<file path="config.mk">
export PLATFORM = sky130hd
export DESIGN_NAME = msi_ctrl
export DESIGN_NICKNAME = d
export VERILOG_FILES = /design/src/msi_pkg.sv /design/src/msi_vec_table.sv /design/src/msi_queue.sv /design/src/msi_intake.sv /design/src/msi_dispatch.sv /design/src/msi_regs.sv /design/src/msi_ctrl.sv
export SDC_FILE = /design/constraint.sdc
export NUM_CORES = 2
export LEC_CHECK = 0
export BUFFER_PORTS_ARGS = -buffer_cell sky130_fd_sc_hd__buf_2
export CAP_MARGIN = 30
export CORE_MARGIN = 5
export CORE_UTILIZATION = 45
export DETAILED_ROUTE_END_ITERATION = 10
export PLACE_DENSITY_LB_ADDON = 0.25
export SYNTH_ARGS = -nofsm -noshare
export SYNTH_HDL_FRONTEND = slang
export SYNTH_SLANG_ARGS = --single-unit
</file>
<file path="constraint.sdc">
create_clock -name clk -period 3.65 [get_ports clk]
set_clock_uncertainty 0.15 [all_clocks]
set_input_delay 0.5475 -clock clk [delete_from_list [all_inputs] [get_ports clk]]
set_output_delay 0.5475 -clock clk [all_outputs]
set_load 0.01 [all_outputs]
</file>
<file path="src/msi_pkg.sv">
/*
 * msi controller shared definitions
 * sizes, message / table / control structs and the register word map
 */
package msi_pkg;

	// ========================================================================
	// sizes
	// ========================================================================
	localparam int NPRI   = 8;		// priority levels, one queue each
	localparam int NVEC   = 64;		// interrupt vectors
	localparam int VEC_W  = 6;
	localparam int PRI_W  = 3;
	localparam int QDEPTH = 4;		// default queue depth
	localparam int DAT_W  = 32;		// register data
	localparam int ADR_W  = 7;		// register word address
	localparam int HND_W  = 16;		// handler address

	// message as posted by a device
	typedef struct packed {
		logic [VEC_W-1:0] vecno;
		logic [PRI_W-1:0] pri;
		logic [7:0]       data;
	} msi_msg_t;

	// vector table entry, ie lands on bit 16 of a register word
	typedef struct packed {
		logic             ie;
		logic [HND_W-1:0] handler;
	} msi_vec_t;

	typedef struct packed {
		logic             global_en;
		logic [PRI_W-1:0] threshold;	// deliver only pri above this
	} msi_cfg_t;

	// interrupt as presented to the cpu
	typedef struct packed {
		logic [VEC_W-1:0] vecno;
		logic [PRI_W-1:0] pri;
		logic [7:0]       data;
		logic [HND_W-1:0] handler;
	} msi_irq_t;

	// ========================================================================
	// register word addresses
	// ========================================================================
	localparam logic [ADR_W-1:0] REG_CTRL    = 7'h00;	// {threshold, global_en}
	localparam logic [ADR_W-1:0] REG_STAT    = 7'h01;	// queue non-empty mask
	localparam logic [ADR_W-1:0] REG_EN_LO   = 7'h02;
	localparam logic [ADR_W-1:0] REG_EN_HI   = 7'h03;
	localparam logic [ADR_W-1:0] REG_PEND_LO = 7'h04;	// write one to clear
	localparam logic [ADR_W-1:0] REG_PEND_HI = 7'h05;
	localparam logic [ADR_W-1:0] REG_VT_BASE = 7'h40;	// 64 table words

endpackage

</file>
<file path="src/msi_vec_table.sv">
/*
 * vector table
 * dual-port memory of enable bit and handler per vector, port a for the
 * register side (read/write), port b for the dispatch lookup
 */
module msi_vec_table (
	input  logic                      clk,
	input  logic                      a_we_i,
	input  logic [msi_pkg::VEC_W-1:0] a_addr_i,
	input  msi_pkg::msi_vec_t         a_din_i,
	output msi_pkg::msi_vec_t         a_dout_o,
	input  logic [msi_pkg::VEC_W-1:0] b_addr_i,
	output msi_pkg::msi_vec_t         b_dout_o
);

	msi_pkg::msi_vec_t mem [msi_pkg::NVEC];	// contents undefined until written

	// port a, read returns the old word on a write cycle
	always_ff @(posedge clk) begin
		if (a_we_i)
			mem[a_addr_i] <= a_din_i;
		a_dout_o <= mem[a_addr_i];
	end

	// port b, read only
	always_ff @(posedge clk)
		b_dout_o <= mem[b_addr_i];

endmodule

</file>
<file path="src/msi_queue.sv">
/*
 * message queue
 * small synchronous fifo for one priority level, head readable directly
 */
module msi_queue #(
	parameter int DEPTH = msi_pkg::QDEPTH
) (
	input  logic              clk,
	input  logic              rst,
	input  logic              push_i,
	input  msi_pkg::msi_msg_t din_i,
	input  logic              pop_i,
	output logic              full_o,
	output logic              nempty_o,
	output msi_pkg::msi_msg_t head_o
);

	localparam int PTR_W = (DEPTH > 1) ? $clog2(DEPTH) : 1;
	localparam int CNT_W = $clog2(DEPTH + 1);

	msi_pkg::msi_msg_t mem [DEPTH];
	logic [PTR_W-1:0]  wr_ptr;
	logic [PTR_W-1:0]  rd_ptr;
	logic [CNT_W-1:0]  count;		// entries held

	// pointer step with wrap, depth need not be a power of two
	function automatic logic [PTR_W-1:0] ptr_next(input logic [PTR_W-1:0] p);
		return (p == PTR_W'(DEPTH - 1)) ? '0 : p + 1'b1;
	endfunction

	always_ff @(posedge clk) begin
		if (rst) begin
			wr_ptr <= '0;
			rd_ptr <= '0;
			count  <= '0;
		end else begin
			if (push_i)
				wr_ptr <= ptr_next(wr_ptr);
			if (pop_i)
				rd_ptr <= ptr_next(rd_ptr);
			if (push_i && !pop_i)
				count <= count + 1'b1;
			else if (pop_i && !push_i)
				count <= count - 1'b1;	// push and pop together keep the count
		end
	end

	always_ff @(posedge clk)
		if (push_i)
			mem[wr_ptr] <= din_i;

	assign head_o   = mem[rd_ptr];		// no read latency
	assign full_o   = (count == CNT_W'(DEPTH));
	assign nempty_o = (count != '0);

	// dispatcher only pops a queue it saw non-empty
	a_no_pop_empty: assert property (@(posedge clk) disable iff (rst)
		pop_i |-> nempty_o);

endmodule

</file>
<file path="src/msi_intake.sv">
/*
 * message intake
 * four-phase receiver, steers each message to the queue of its priority,
 * waits for room and flags the vector for the pending bit
 */
module msi_intake #(
	parameter int NPRI = 8
) (
	input  logic              clk,
	input  logic              rst,
	input  logic              msg_req_i,
	input  msi_pkg::msi_msg_t msg_i,
	output logic              msg_ack_o,
	input  logic [NPRI-1:0]   q_full_i,
	output logic [NPRI-1:0]   push_o,
	output msi_pkg::msi_msg_t push_msg_o,
	output logic              pend_set_o,
	output logic [msi_pkg::VEC_W-1:0] pend_vec_o
);

	typedef enum logic [1:0] {S_IDLE, S_WAIT, S_PUSH, S_ACK} state_t;

	state_t            state;
	msi_pkg::msi_msg_t msg_r;		// message held for the push

	always_ff @(posedge clk) begin
		if (rst) begin
			state     <= S_IDLE;
			msg_ack_o <= 1'b0;
		end else begin
			case (state)
			S_IDLE:
				if (msg_req_i)
					state <= S_WAIT;
			S_WAIT:
				if (!q_full_i[msg_r.pri])	// back-pressure, hold here
					state <= S_PUSH;
			S_PUSH: begin
				msg_ack_o <= 1'b1;		// queue written on this edge
				state     <= S_ACK;
			end
			default:
				if (!msg_req_i) begin
					msg_ack_o <= 1'b0;
					state     <= S_IDLE;
				end
			endcase
		end
	end

	always_ff @(posedge clk)
		if (state == S_IDLE && msg_req_i)
			msg_r <= msg_i;

	// single push strobe to the selected queue
	assign push_o     = (state == S_PUSH) ? ({{(NPRI-1){1'b0}}, 1'b1} << msg_r.pri) : '0;
	assign push_msg_o = msg_r;
	assign pend_set_o = (state == S_PUSH);
	assign pend_vec_o = msg_r.vecno;

	// room was checked one cycle earlier, only pops can happen in between
	a_no_push_full: assert property (@(posedge clk) disable iff (rst)
		(push_o & q_full_i) == '0);

endmodule

</file>
<file path="src/msi_dispatch.sv">
/*
 * dispatcher
 * picks the highest non-empty priority queue, pops it, looks the vector up,
 * filters on the enables and threshold and runs the cpu handshake
 */
module msi_dispatch #(
	parameter int NPRI = 8
) (
	input  logic                              clk,
	input  logic                              rst,
	input  logic [NPRI-1:0]                   nempty_i,
	input  msi_pkg::msi_msg_t [NPRI-1:0]      heads_i,
	output logic [NPRI-1:0]                   pop_o,
	input  msi_pkg::msi_cfg_t                 cfg_i,
	input  logic [msi_pkg::NVEC-1:0]          en_i,
	output logic [msi_pkg::VEC_W-1:0]         vt_addr_o,
	input  msi_pkg::msi_vec_t                 vt_entry_i,
	output logic                              irq_o,
	output msi_pkg::msi_irq_t                 irq_info_o,
	input  logic                              irq_ack_i
);

	localparam int SEL_W = (NPRI > 1) ? $clog2(NPRI) : 1;

	typedef enum logic [1:0] {S_IDLE, S_LOOKUP, S_PRESENT, S_RELEASE} state_t;

	state_t            state;
	logic [SEL_W-1:0]  sel;			// highest non-empty queue
	msi_pkg::msi_msg_t msg_r;		// popped message
	logic              deliver;

	// ========================================================================
	// queue selection
	// ========================================================================
	always_comb begin
		sel = '0;
		for (int i = 0; i < NPRI; i++)
			if (nempty_i[i])
				sel = SEL_W'(i);	// later index overrides, top priority wins
	end

	assign pop_o     = (state == S_IDLE && |nempty_i) ? ({{(NPRI-1){1'b0}}, 1'b1} << sel) : '0;
	assign vt_addr_o = (state == S_IDLE) ? heads_i[sel].vecno : msg_r.vecno;

	// all four conditions must hold, entry arrives the cycle after the pop
	assign deliver = cfg_i.global_en && en_i[msg_r.vecno] && vt_entry_i.ie
		&& (msg_r.pri > cfg_i.threshold);

	// ========================================================================
	// state machine
	// ========================================================================
	always_ff @(posedge clk) begin
		if (rst) begin
			state <= S_IDLE;
			irq_o <= 1'b0;
		end else begin
			case (state)
			S_IDLE:
				if (|nempty_i)
					state <= S_LOOKUP;
			S_LOOKUP:
				if (deliver) begin
					irq_o <= 1'b1;
					state <= S_PRESENT;
				end else begin
					state <= S_IDLE;	// filtered out, message dropped
				end
			S_PRESENT:
				if (irq_ack_i) begin
					irq_o <= 1'b0;
					state <= S_RELEASE;
				end
			default:
				if (!irq_ack_i)		// cpu must drop ack before the next one
					state <= S_IDLE;
			endcase
		end
	end

	always_ff @(posedge clk) begin
		if (state == S_IDLE)
			msg_r <= heads_i[sel];
		if (state == S_LOOKUP && deliver) begin
			irq_info_o.vecno   <= msg_r.vecno;
			irq_info_o.pri     <= msg_r.pri;
			irq_info_o.data    <= msg_r.data;
			irq_info_o.handler <= vt_entry_i.handler;
		end
	end

	a_info_stable: assert property (@(posedge clk) disable iff (rst)
		irq_o |=> !irq_o || $stable(irq_info_o));

endmodule

</file>
<file path="src/msi_regs.sv">
/*
 * register port
 * four-phase host access to control, vector enables, pending bits,
 * queue status and the vector table
 */
module msi_regs #(
	parameter int NPRI = 8
) (
	input  logic                      clk,
	input  logic                      rst,
	input  logic                      reg_req_i,
	input  logic                      reg_we_i,
	input  logic [msi_pkg::ADR_W-1:0] reg_adr_i,
	input  logic [msi_pkg::DAT_W-1:0] reg_wdat_i,
	output logic                      reg_ack_o,
	output logic [msi_pkg::DAT_W-1:0] reg_rdat_o,
	input  logic                      pend_set_i,
	input  logic [msi_pkg::VEC_W-1:0] pend_vec_i,
	input  logic [NPRI-1:0]           nempty_i,
	output msi_pkg::msi_cfg_t         cfg_o,
	output logic [msi_pkg::NVEC-1:0]  en_o,
	output logic                      vt_we_o,
	output logic [msi_pkg::VEC_W-1:0] vt_addr_o,
	output msi_pkg::msi_vec_t         vt_din_o,
	input  msi_pkg::msi_vec_t         vt_dout_i
);

	localparam int DW = msi_pkg::DAT_W;
	localparam int VW = msi_pkg::VEC_W;

	typedef enum logic [1:0] {S_IDLE, S_ACCESS, S_READ, S_ACK} state_t;

	state_t                   state;
	logic [msi_pkg::ADR_W-1:0] adr_r;	// captured request
	logic                      we_r;
	logic [DW-1:0]             wdat_r;
	logic [msi_pkg::NVEC-1:0]  pend;
	logic [msi_pkg::NVEC-1:0]  pend_clr;
	logic                      wr;		// write strobe, one cycle
	logic                      is_vt;	// vector table window
	logic [DW-1:0]             rdat;

	assign wr    = (state == S_ACCESS) && we_r;
	assign is_vt = (adr_r[msi_pkg::ADR_W-1:VW] == msi_pkg::REG_VT_BASE[msi_pkg::ADR_W-1:VW]);

	// ========================================================================
	// handshake, ack two cycles after req, drop one after req falls
	// ========================================================================
	always_ff @(posedge clk) begin
		if (rst) begin
			state     <= S_IDLE;
			reg_ack_o <= 1'b0;
		end else begin
			case (state)
			S_IDLE:   if (reg_req_i) state <= S_ACCESS;
			S_ACCESS: state <= S_READ;	// write and table read happen here
			S_READ: begin
				reg_ack_o <= 1'b1;
				state     <= S_ACK;
			end
			default:
				if (!reg_req_i) begin
					reg_ack_o <= 1'b0;
					state     <= S_IDLE;
				end
			endcase
		end
	end

	always_ff @(posedge clk) begin
		if (state == S_IDLE && reg_req_i) begin
			adr_r  <= reg_adr_i;
			we_r   <= reg_we_i;
			wdat_r <= reg_wdat_i;
		end
		if (state == S_READ)
			reg_rdat_o <= rdat;	// held while ack is high
	end

	// ========================================================================
	// control, enable and pending state
	// ========================================================================
	always_comb begin
		pend_clr = '0;
		if (wr && adr_r == msi_pkg::REG_PEND_LO)
			pend_clr[DW-1:0] = wdat_r;
		if (wr && adr_r == msi_pkg::REG_PEND_HI)
			pend_clr[2*DW-1:DW] = wdat_r;
	end

	always_ff @(posedge clk) begin
		if (rst) begin
			cfg_o <= '0;
			en_o  <= '0;
			pend  <= '0;
		end else begin
			if (wr && adr_r == msi_pkg::REG_CTRL) begin
				cfg_o.global_en <= wdat_r[0];
				cfg_o.threshold <= wdat_r[3:1];
			end
			if (wr && adr_r == msi_pkg::REG_EN_LO)
				en_o[DW-1:0] <= wdat_r;
			if (wr && adr_r == msi_pkg::REG_EN_HI)
				en_o[2*DW-1:DW] <= wdat_r;
			// set applied after clear so a new message is never lost
			pend <= (pend & ~pend_clr) | ({{(msi_pkg::NVEC-1){1'b0}}, pend_set_i} << pend_vec_i);
		end
	end

	// table port a, word index is the low address bits
	assign vt_we_o   = wr && is_vt;
	assign vt_addr_o = adr_r[VW-1:0];
	assign vt_din_o  = wdat_r[$bits(msi_pkg::msi_vec_t)-1:0];

	// read mux
	always_comb begin
		rdat = '0;
		if (is_vt)
			rdat = DW'(vt_dout_i);		// ie at bit 16
		else
			case (adr_r)
			msi_pkg::REG_CTRL:    rdat = DW'({cfg_o.threshold, cfg_o.global_en});
			msi_pkg::REG_STAT:    rdat = DW'(nempty_i);
			msi_pkg::REG_EN_LO:   rdat = en_o[DW-1:0];
			msi_pkg::REG_EN_HI:   rdat = en_o[2*DW-1:DW];
			msi_pkg::REG_PEND_LO: rdat = pend[DW-1:0];
			msi_pkg::REG_PEND_HI: rdat = pend[2*DW-1:DW];
			default:              rdat = '0;
			endcase
	end

endmodule

</file>
<file path="src/msi_ctrl.sv">
/*
 * msi interrupt controller, top level
 * intake, per-priority queues, dispatcher, vector table and register port
 */
module msi_ctrl #(
	parameter int NPRI   = msi_pkg::NPRI,
	parameter int QDEPTH = msi_pkg::QDEPTH
) (
	input  logic                      clk,
	input  logic                      rst,
	input  logic                      msg_req_i,
	input  msi_pkg::msi_msg_t         msg_i,
	output logic                      msg_ack_o,
	input  logic                      reg_req_i,
	input  logic                      reg_we_i,
	input  logic [msi_pkg::ADR_W-1:0] reg_adr_i,
	input  logic [msi_pkg::DAT_W-1:0] reg_wdat_i,
	output logic                      reg_ack_o,
	output logic [msi_pkg::DAT_W-1:0] reg_rdat_o,
	output logic                      irq_o,
	output msi_pkg::msi_irq_t         irq_info_o,
	input  logic                      irq_ack_i
);

	// intake to queues and pending
	logic [NPRI-1:0]              push;
	msi_pkg::msi_msg_t            push_msg;
	logic                         pend_set;
	logic [msi_pkg::VEC_W-1:0]    pend_vec;
	// queues to dispatch
	logic [NPRI-1:0]              q_full;
	logic [NPRI-1:0]              nempty;
	logic [NPRI-1:0]              pop;
	msi_pkg::msi_msg_t [NPRI-1:0] heads;
	// registers to dispatch and table
	msi_pkg::msi_cfg_t            cfg;
	logic [msi_pkg::NVEC-1:0]     en;
	logic                         vt_we;
	logic [msi_pkg::VEC_W-1:0]    vt_addr_a;
	logic [msi_pkg::VEC_W-1:0]    vt_addr_b;
	msi_pkg::msi_vec_t            vt_din;
	msi_pkg::msi_vec_t            vt_dout_a;
	msi_pkg::msi_vec_t            vt_entry;

	msi_intake #(.NPRI(NPRI)) i_intake (
		.clk, .rst,
		.msg_req_i, .msg_i, .msg_ack_o,
		.q_full_i   (q_full),
		.push_o     (push),
		.push_msg_o (push_msg),
		.pend_set_o (pend_set),
		.pend_vec_o (pend_vec)
	);

	// one queue per priority level, index = priority
	for (genvar g = 0; g < NPRI; g++) begin : g_queue
		msi_queue #(.DEPTH(QDEPTH)) i_queue (
			.clk, .rst,
			.push_i   (push[g]),
			.din_i    (push_msg),
			.pop_i    (pop[g]),
			.full_o   (q_full[g]),
			.nempty_o (nempty[g]),
			.head_o   (heads[g])
		);
	end

	msi_dispatch #(.NPRI(NPRI)) i_dispatch (
		.clk, .rst,
		.nempty_i   (nempty),
		.heads_i    (heads),
		.pop_o      (pop),
		.cfg_i      (cfg),
		.en_i       (en),
		.vt_addr_o  (vt_addr_b),
		.vt_entry_i (vt_entry),
		.irq_o, .irq_info_o, .irq_ack_i
	);

	msi_vec_table i_vec_table (
		.clk,
		.a_we_i   (vt_we),
		.a_addr_i (vt_addr_a),
		.a_din_i  (vt_din),
		.a_dout_o (vt_dout_a),
		.b_addr_i (vt_addr_b),
		.b_dout_o (vt_entry)
	);

	msi_regs #(.NPRI(NPRI)) i_regs (
		.clk, .rst,
		.reg_req_i, .reg_we_i, .reg_adr_i, .reg_wdat_i, .reg_ack_o, .reg_rdat_o,
		.pend_set_i (pend_set),
		.pend_vec_i (pend_vec),
		.nempty_i   (nempty),
		.cfg_o      (cfg),
		.en_o       (en),
		.vt_we_o    (vt_we),
		.vt_addr_o  (vt_addr_a),
		.vt_din_o   (vt_din),
		.vt_dout_i  (vt_dout_a)
	);

endmodule

</file>
After elaboration in Yosys (flattened, before gate mapping)
Memory sizes are Yosys's and may differ from the RTL's. A register that Yosys moved wholly into a read port is not among the register bits. Index checks and enable logic that the tools add are counted.

$add $sub $neg: 32. Order comparisons: 4. Equality and inequality tests: 46. Shift-type cells: 3. Multiplexer cells: 105. Bitwise logic cells: 5. Reduce and logical (&&, ||, !) cells: 76.

Operators with widths (number): $pmux 32 s6 (1); $mux 2 (43); $and 64x64->64 (1); $mux 32 (2); $not 64->64 (1); $or 64x64->64 (1); $shl 1x6->64 (1); $mux 3 (20); $bmux 17 s3 (1); $eq 2x2->1 const B (19); $mux 17 (2); $add 2x1->2 const B (16); $logic_and 1x1->1 (30); $mux 1 (25); $add 3x1->3 const B (8); $eq 3x3->1 const B (8); $reduce_bool 3->1 (8); $sub 3x1->3 const B (8); $pmux 2 s3 (3); $reduce_bool 2->1 (9); $logic_not 1->1 (16); $mux 8 (2); $shl 1x3->8 const A (2); $eq 7x2->1 const B (2); other kinds (20) (42).

Bits in registers: 336. Memory bits (writable): 1632. Input bits: 62. Output and inout bits: 68. Logic and storage cells: 330. Memories: 9.

Memory list: i_vec_table.mem (depth 64, width 17, read ports 2, clocked after Yosys merged registers in 2, write ports 1, line msi_vec_table.sv:16) `msi_pkg::msi_vec_t mem [msi_pkg::NVEC];`; g_queue[0].i_queue.mem (depth 4, width 17, read ports 1, clocked after Yosys merged registers in 1, write ports 1, line msi_queue.sv:21) `msi_pkg::msi_msg_t mem [DEPTH];`; g_queue[1].i_queue.mem (depth 4, width 17, read ports 1, clocked after Yosys merged registers in 1, write ports 1, line msi_queue.sv:21); g_queue[2].i_queue.mem (depth 4, width 17, read ports 1, clocked after Yosys merged registers in 1, write ports 1, line msi_queue.sv:21); g_queue[3].i_queue.mem (depth 4, width 17, read ports 1, clocked after Yosys merged registers in 1, write ports 1, line msi_queue.sv:21); g_queue[4].i_queue.mem (depth 4, width 17, read ports 1, clocked after Yosys merged registers in 1, write ports 1, line msi_queue.sv:21); +3 memories.

Longest topological paths before layout
Depth after elaboration: 13. Depth in mapped cells: 16. Mapped depth without buffers: 11.

By module
A second synthesis with hierarchy kept.

Cell total of the unflattened synthesis: 5226. Area total of the unflattened synthesis: 88187.1 um^2.

Modules (own cells, without submodules): msi_vec_table (instances 1, cells an instance 2888, area each 51132.8 um^2, seq. area each 33352.0 um^2); msi_queue (instances 8, cells an instance 133, area each 2934.1 um^2, seq. area each 2222.1 um^2); msi_regs (instances 1, cells an instance 871, area each 8704.6 um^2, seq. area each 4864.7 um^2); msi_dispatch (instances 1, cells an instance 322, area each 3895.0 um^2, seq. area each 1561.5 um^2); msi_intake (instances 1, cells an instance 81, area each 982.2 um^2, seq. area each 570.5 um^2).

Worst setup path after synthesis
Ideal clock, no wire load.

Kind: reg2reg. From: register i_dispatch.msg_r[11] in the netlist's numbering. To: register, netlist name i_dispatch.irq_info_o[0]. Library setup time: 406 ps. Arrival time: 3314 ps. Data required time: 3094 ps. Setup slack: -220 ps. Stages on the path, launching flop included: 8. Path buffers: 2. Period minus slack after synthesis: 3870 ps. Path through: edfxtp_1 > clkbuf_1 > buf_1 > mux4_2 > mux4_2 > mux4_2 > o211ai_1 > inv_1.

Cells in the longest elaborated chain, start to end: 6.

RTL lines: start: declaration (line msi_dispatch.sv:29) `msi_pkg::msi_msg_t msg_r;`; start signal: assignment (line msi_dispatch.sv:82) `msg_r <= heads_i[sel];`; $bmux 1 s6 (line msi_dispatch.sv:46) `assign deliver = cfg_i.global_en && en_i[msg_r.vecno] && vt_entry_i.ie`; $mux 1 (implied by the code) (line msi_dispatch.sv:46); $logic_and 1x1->1 (2 in series) (line msi_dispatch.sv:46); $logic_and 1x1->1 (line msi_dispatch.sv:47) `&& (msg_r.pri > cfg_i.threshold);`; $logic_and 1x1->1 (line msi_dispatch.sv:83) `if (state == S_LOOKUP && deliver) begin`.

No other way between the ends. The select of a mux whose other input is x is not followed. A chain may end at the register's enable or synchronous reset.

Worst setup path after layout
From: register g_queue[3].i_queue.count[1]. To: register, netlist name i_vec_table.b_dout_o[5].

Cells in the longest elaborated chain, start to end: 9.

RTL lines: start: declaration (line msi_queue.sv:24) `logic [CNT_W-1:0] count;`; start signal: assignment (line msi_queue.sv:42) `count <= count + 1'b1;`; start signal: assignment (line msi_queue.sv:44) `count <= count - 1'b1;`; $reduce_bool 3->1 (line msi_queue.sv:54) `assign nempty_o = (count != '0);`; $mux 2 (line msi_dispatch.sv:38) `if (nempty_i[i])`; $mux 3 (4 in series) (line msi_dispatch.sv:38); $bmux 17 s3 (line msi_dispatch.sv:43) `assign vt_addr_o = (state == S_IDLE) ? heads_i[sel].vecno : msg_r.vecno;`; $mux 17 (implied by the code) (line msi_dispatch.sv:43); $mux 6 (line msi_dispatch.sv:43).

No other way between the ends. The select of a mux whose other input is x is not followed.

==> results.json <==
{
  "status": "finished, violations left",
  "violations": "negative setup slack",
  "htreeDepth": 4,
  "min_period_ns": 3.95,
  "synthAdderAreaFrac_pct": 1.02,
  "numPortBuffers": 129,
  "grt_overflow": 0,
  "drc_errors": 0,
  "syn-num-nets": 5105,
  "worstPathArrival_ns": 4.52,
  "fillers": 14800,
  "synth_top_area_share_pct": 61.5,
  "die_x_um": 448,
  "row_count": 161,
  "routed_via_density": 6.17,
  "most-common-layout-cells": "edfxtp_1, mux4_2, buf_4",
  "nets": 5865,
  "syn_inst": 4977,
  "clock_sinks": 2018,
  "first_pass_iters": 6,
  "multi_input_area_mm2": 0.0285,
  "drive_above_1_share_pct": 33.7,
  "synth-seq-area-share_pct": 67.2,
  "synthArstFlopShare_pct": 0,
  "grt_pass1_vias": 52000,
  "fin_crit_sh_pct": 108,
  "synthMuxAreaShare_pct": 20.6,
  "rsz0062_at_grt": "true",
  "track_usage_pct": 25.8,
  "crit_path_start_kind": "flop",
  "die-area_mm2": 0.201,
  "drt_first_iter_violations": 5576,
  "postRouteAntennaNets": 0,
  "cts_buffer_depth": 3,
  "cts_tree": "built",
  "grt_pass1_wl_um": 372000,
  "worst_pin_slew_ns": 1.04,
  "core_area_mm2": 0.192,
  "totalWireLength_um": 262000,
  "slew_headroom_pct": 30.6,
  "synthFlopType": "edfxtp_1",
  "clock_latency_ns": 0.86,
  "synthTopCellsByArea": "edfxtp_1, mux4_2, dfxtp_1, mux2i_1, o22ai_1",
  "die_y_um": 448,
  "cp.required_ns": 4.21,
  "cts_buffers": 207,
  "crit_path_top_delay_cell": "nor4_4",
  "fmax_mhz": 253,
  "slowest_delay_ns": 0.59,
  "syn_area_mm2": 0.0865,
  "fin_area_mm2": 0.105,
  "synth-edff-count": 1771,
  "synth-seq-cells": 2018,
  "layout_commonest_cell": "edfxtp_1",
  "fin_ws_ns": -0.304,
  "wl_per_cell_um": 31.0,
  "path_max_fanout": 11,
  "avgSynthCellArea_um2": 17.4,
  "min_path_type": "input port to flop",
  "finalMaxSlewViolations": 0,
  "vias": 52100,
  "grt_max_degree": 97,
  "dpl.hpwl_um": 168000,
  "cts_root_buf": "clkbuf_16",
  "synth_top_family_by_area": "multiplexers",
  "yosys.area.top_type": "edfxtp_1",
  "ios": 130,
  "seqCellArea_mm2": 0.0581,
  "finalSetupViolCount": 17,
  "hold_violations": 0,
  "worstSetupEndpointType": "flop",
  "cp_common_cell": "buf_4",
  "ys_types": 67,
  "maxCapViolCount": 0,
  "gp_congestion": 0.893,
  "clk_pin_slew_worst_paths_ns": 0.06,
  "syn2layout_area_growth_pct": 21.9,
  "start_util_pct": 45.1,
  "synth_warnings": 0,
  "worstSetupPathType": "flop to flop",
  "synth_xor_area_share_pct": 0.162,
  "synthSimpleGateAreaFrac_pct": 3.60,
  "crit_chain": "nor3_4 -> buf_4 -> buf_4 -> a41oi_1 -> nand2b_4 -> o221ai_2 -> o32ai_4 -> mux2_4 -> buf_4 -> nand3_4 -> buf_6 -> buf_6 -> buf_12 -> o22ai_2 -> nor4_4 -> o2111ai_1",
  "synth_compound_area_share_pct": 5.59,
  "grt_antenna_before_repair": 11,
  "postPlaceCellArea_mm2": 0.0944
}
[state kept, by name (all words and copies together) (netlist names), 17 cells and up, named ones only]
name                   flops
g_queue.i_queue.count     24
g_queue.i_queue.mem      544
i_dispatch.irq_info_o     33
i_dispatch.msg_r          17
i_regs.en_o               64
i_regs.pend               64
i_regs.reg_rdat_o         32
i_regs.wdat_r             32
i_vec_table.a_dout_o      17
i_vec_table.b_dout_o      17
i_vec_table.mem         1088
[cells by family (layout without fill, tap and decap cells)]
family / Yosys count / in the layout
xor gates and xnor gates: 16 / 16
and+or+nand+nor: 705 / 705
DFF: 2018 / 2018
muxes: 1119 / 1119
other: 0 / 3
adders and majority gates: 66 / 66
AOI/OAI and AO/OA: 683 / 684
buffers and inverters: 370 / 1311
[cell type report]
| type | instances | share of cell area [%] |
|---|---|---|
| sequential | 2018 | 55.1 |
| multi-input combinational | 2590 | 27.1 |
| timing repair buffer | 879 | 8.10 |
| clock buffer | 287 | 5.49 |
| tap | 2526 | 3.00 |
| clock inverter | 104 | 1.09 |
| inverter | 41 | 0.146 |
| antenna | 3 | 0.00712 |
[per-stage QoR]
stage / std cells / hold WS (ns) / setup TNS (ns) / utilization, % / worst slack [ns]
6_report: 8448 / 0.0483 / -4.16 / 55.0 / -0.304
5_1_grt: 8446 / 0.0704 / -6.29 / 55.0 / -0.414
4_1_cts: 8409 / 0.0271 / -2.81 / 54.6 / -0.229
3_5_place_dp: 7851 / 0.255 / -11.44 / 49.2 / -0.882
3_3_place_gp: 7843 / 0.254 / -12.60 / 49.1 / -1.39
2_1_floorplan: 4977 / 0.236 / 0 / - / 0.0220
[path summary, 6_finish.rpt]
kind	slack (ns)	start	to	cells past startpoint
min	0.05	rst	i_regs.state[1]$_SDFFE_PP0P_	2
max reg2reg	-0.30	g_queue[3].i_queue.count[1]$_SDFFE_PP0P_	i_vec_table.b_dout_o[5]$_DFF_P_	16
min reg2reg	0.27	i_dispatch.msg_r[2]$_DFFE_PP_	i_dispatch.irq_info_o[18]$_DFFE_PP_	0
max	-0.30	g_queue[3].i_queue.count[1]$_SDFFE_PP0P_	i_vec_table.b_dout_o[5]$_DFF_P_	16
[critical path: cells and delay by family (launching register included)]
kind / cells / cell delay, ns
compound gates: 5 / 0.82
buf+inv: 6 / 0.93
flops: 1 / 0.34
mux: 1 / 0.34
simple gates: 4 / 1.22
[metal layers]
layer	routed length, um	global-route usage [%]
met1	98100	33.0
met2	125000	41.7
met3	22500	5.11
met4	16900	13.8
met5	39	0
[what timing repair did]
item | 4_1_cts | 5_1_grt
endpoints found under the hold margin | 64 | 0
pin swaps | 84 | 49
setup buffers | 90 | 36
gates resized for setup | 267 | 96
gates cloned | 17 | 4
endpoints found under the setup margin | 17 | 17
hold buffers | 60 | 0
[cells in the mapped netlist, drive strengths merged, types with 79 or more instances]
master  count
a21oi     112
a22o       79
a22oi     124
buf       140
clkbuf    189
dfxtp     247
edfxtp   1771
mux2      140
mux2i     464
mux4      515
nand2     280
nor2      244
o22ai     227
Power is not shown: default switching activity piles up to over one toggle a cycle in this logic, so the estimate is an artifact.
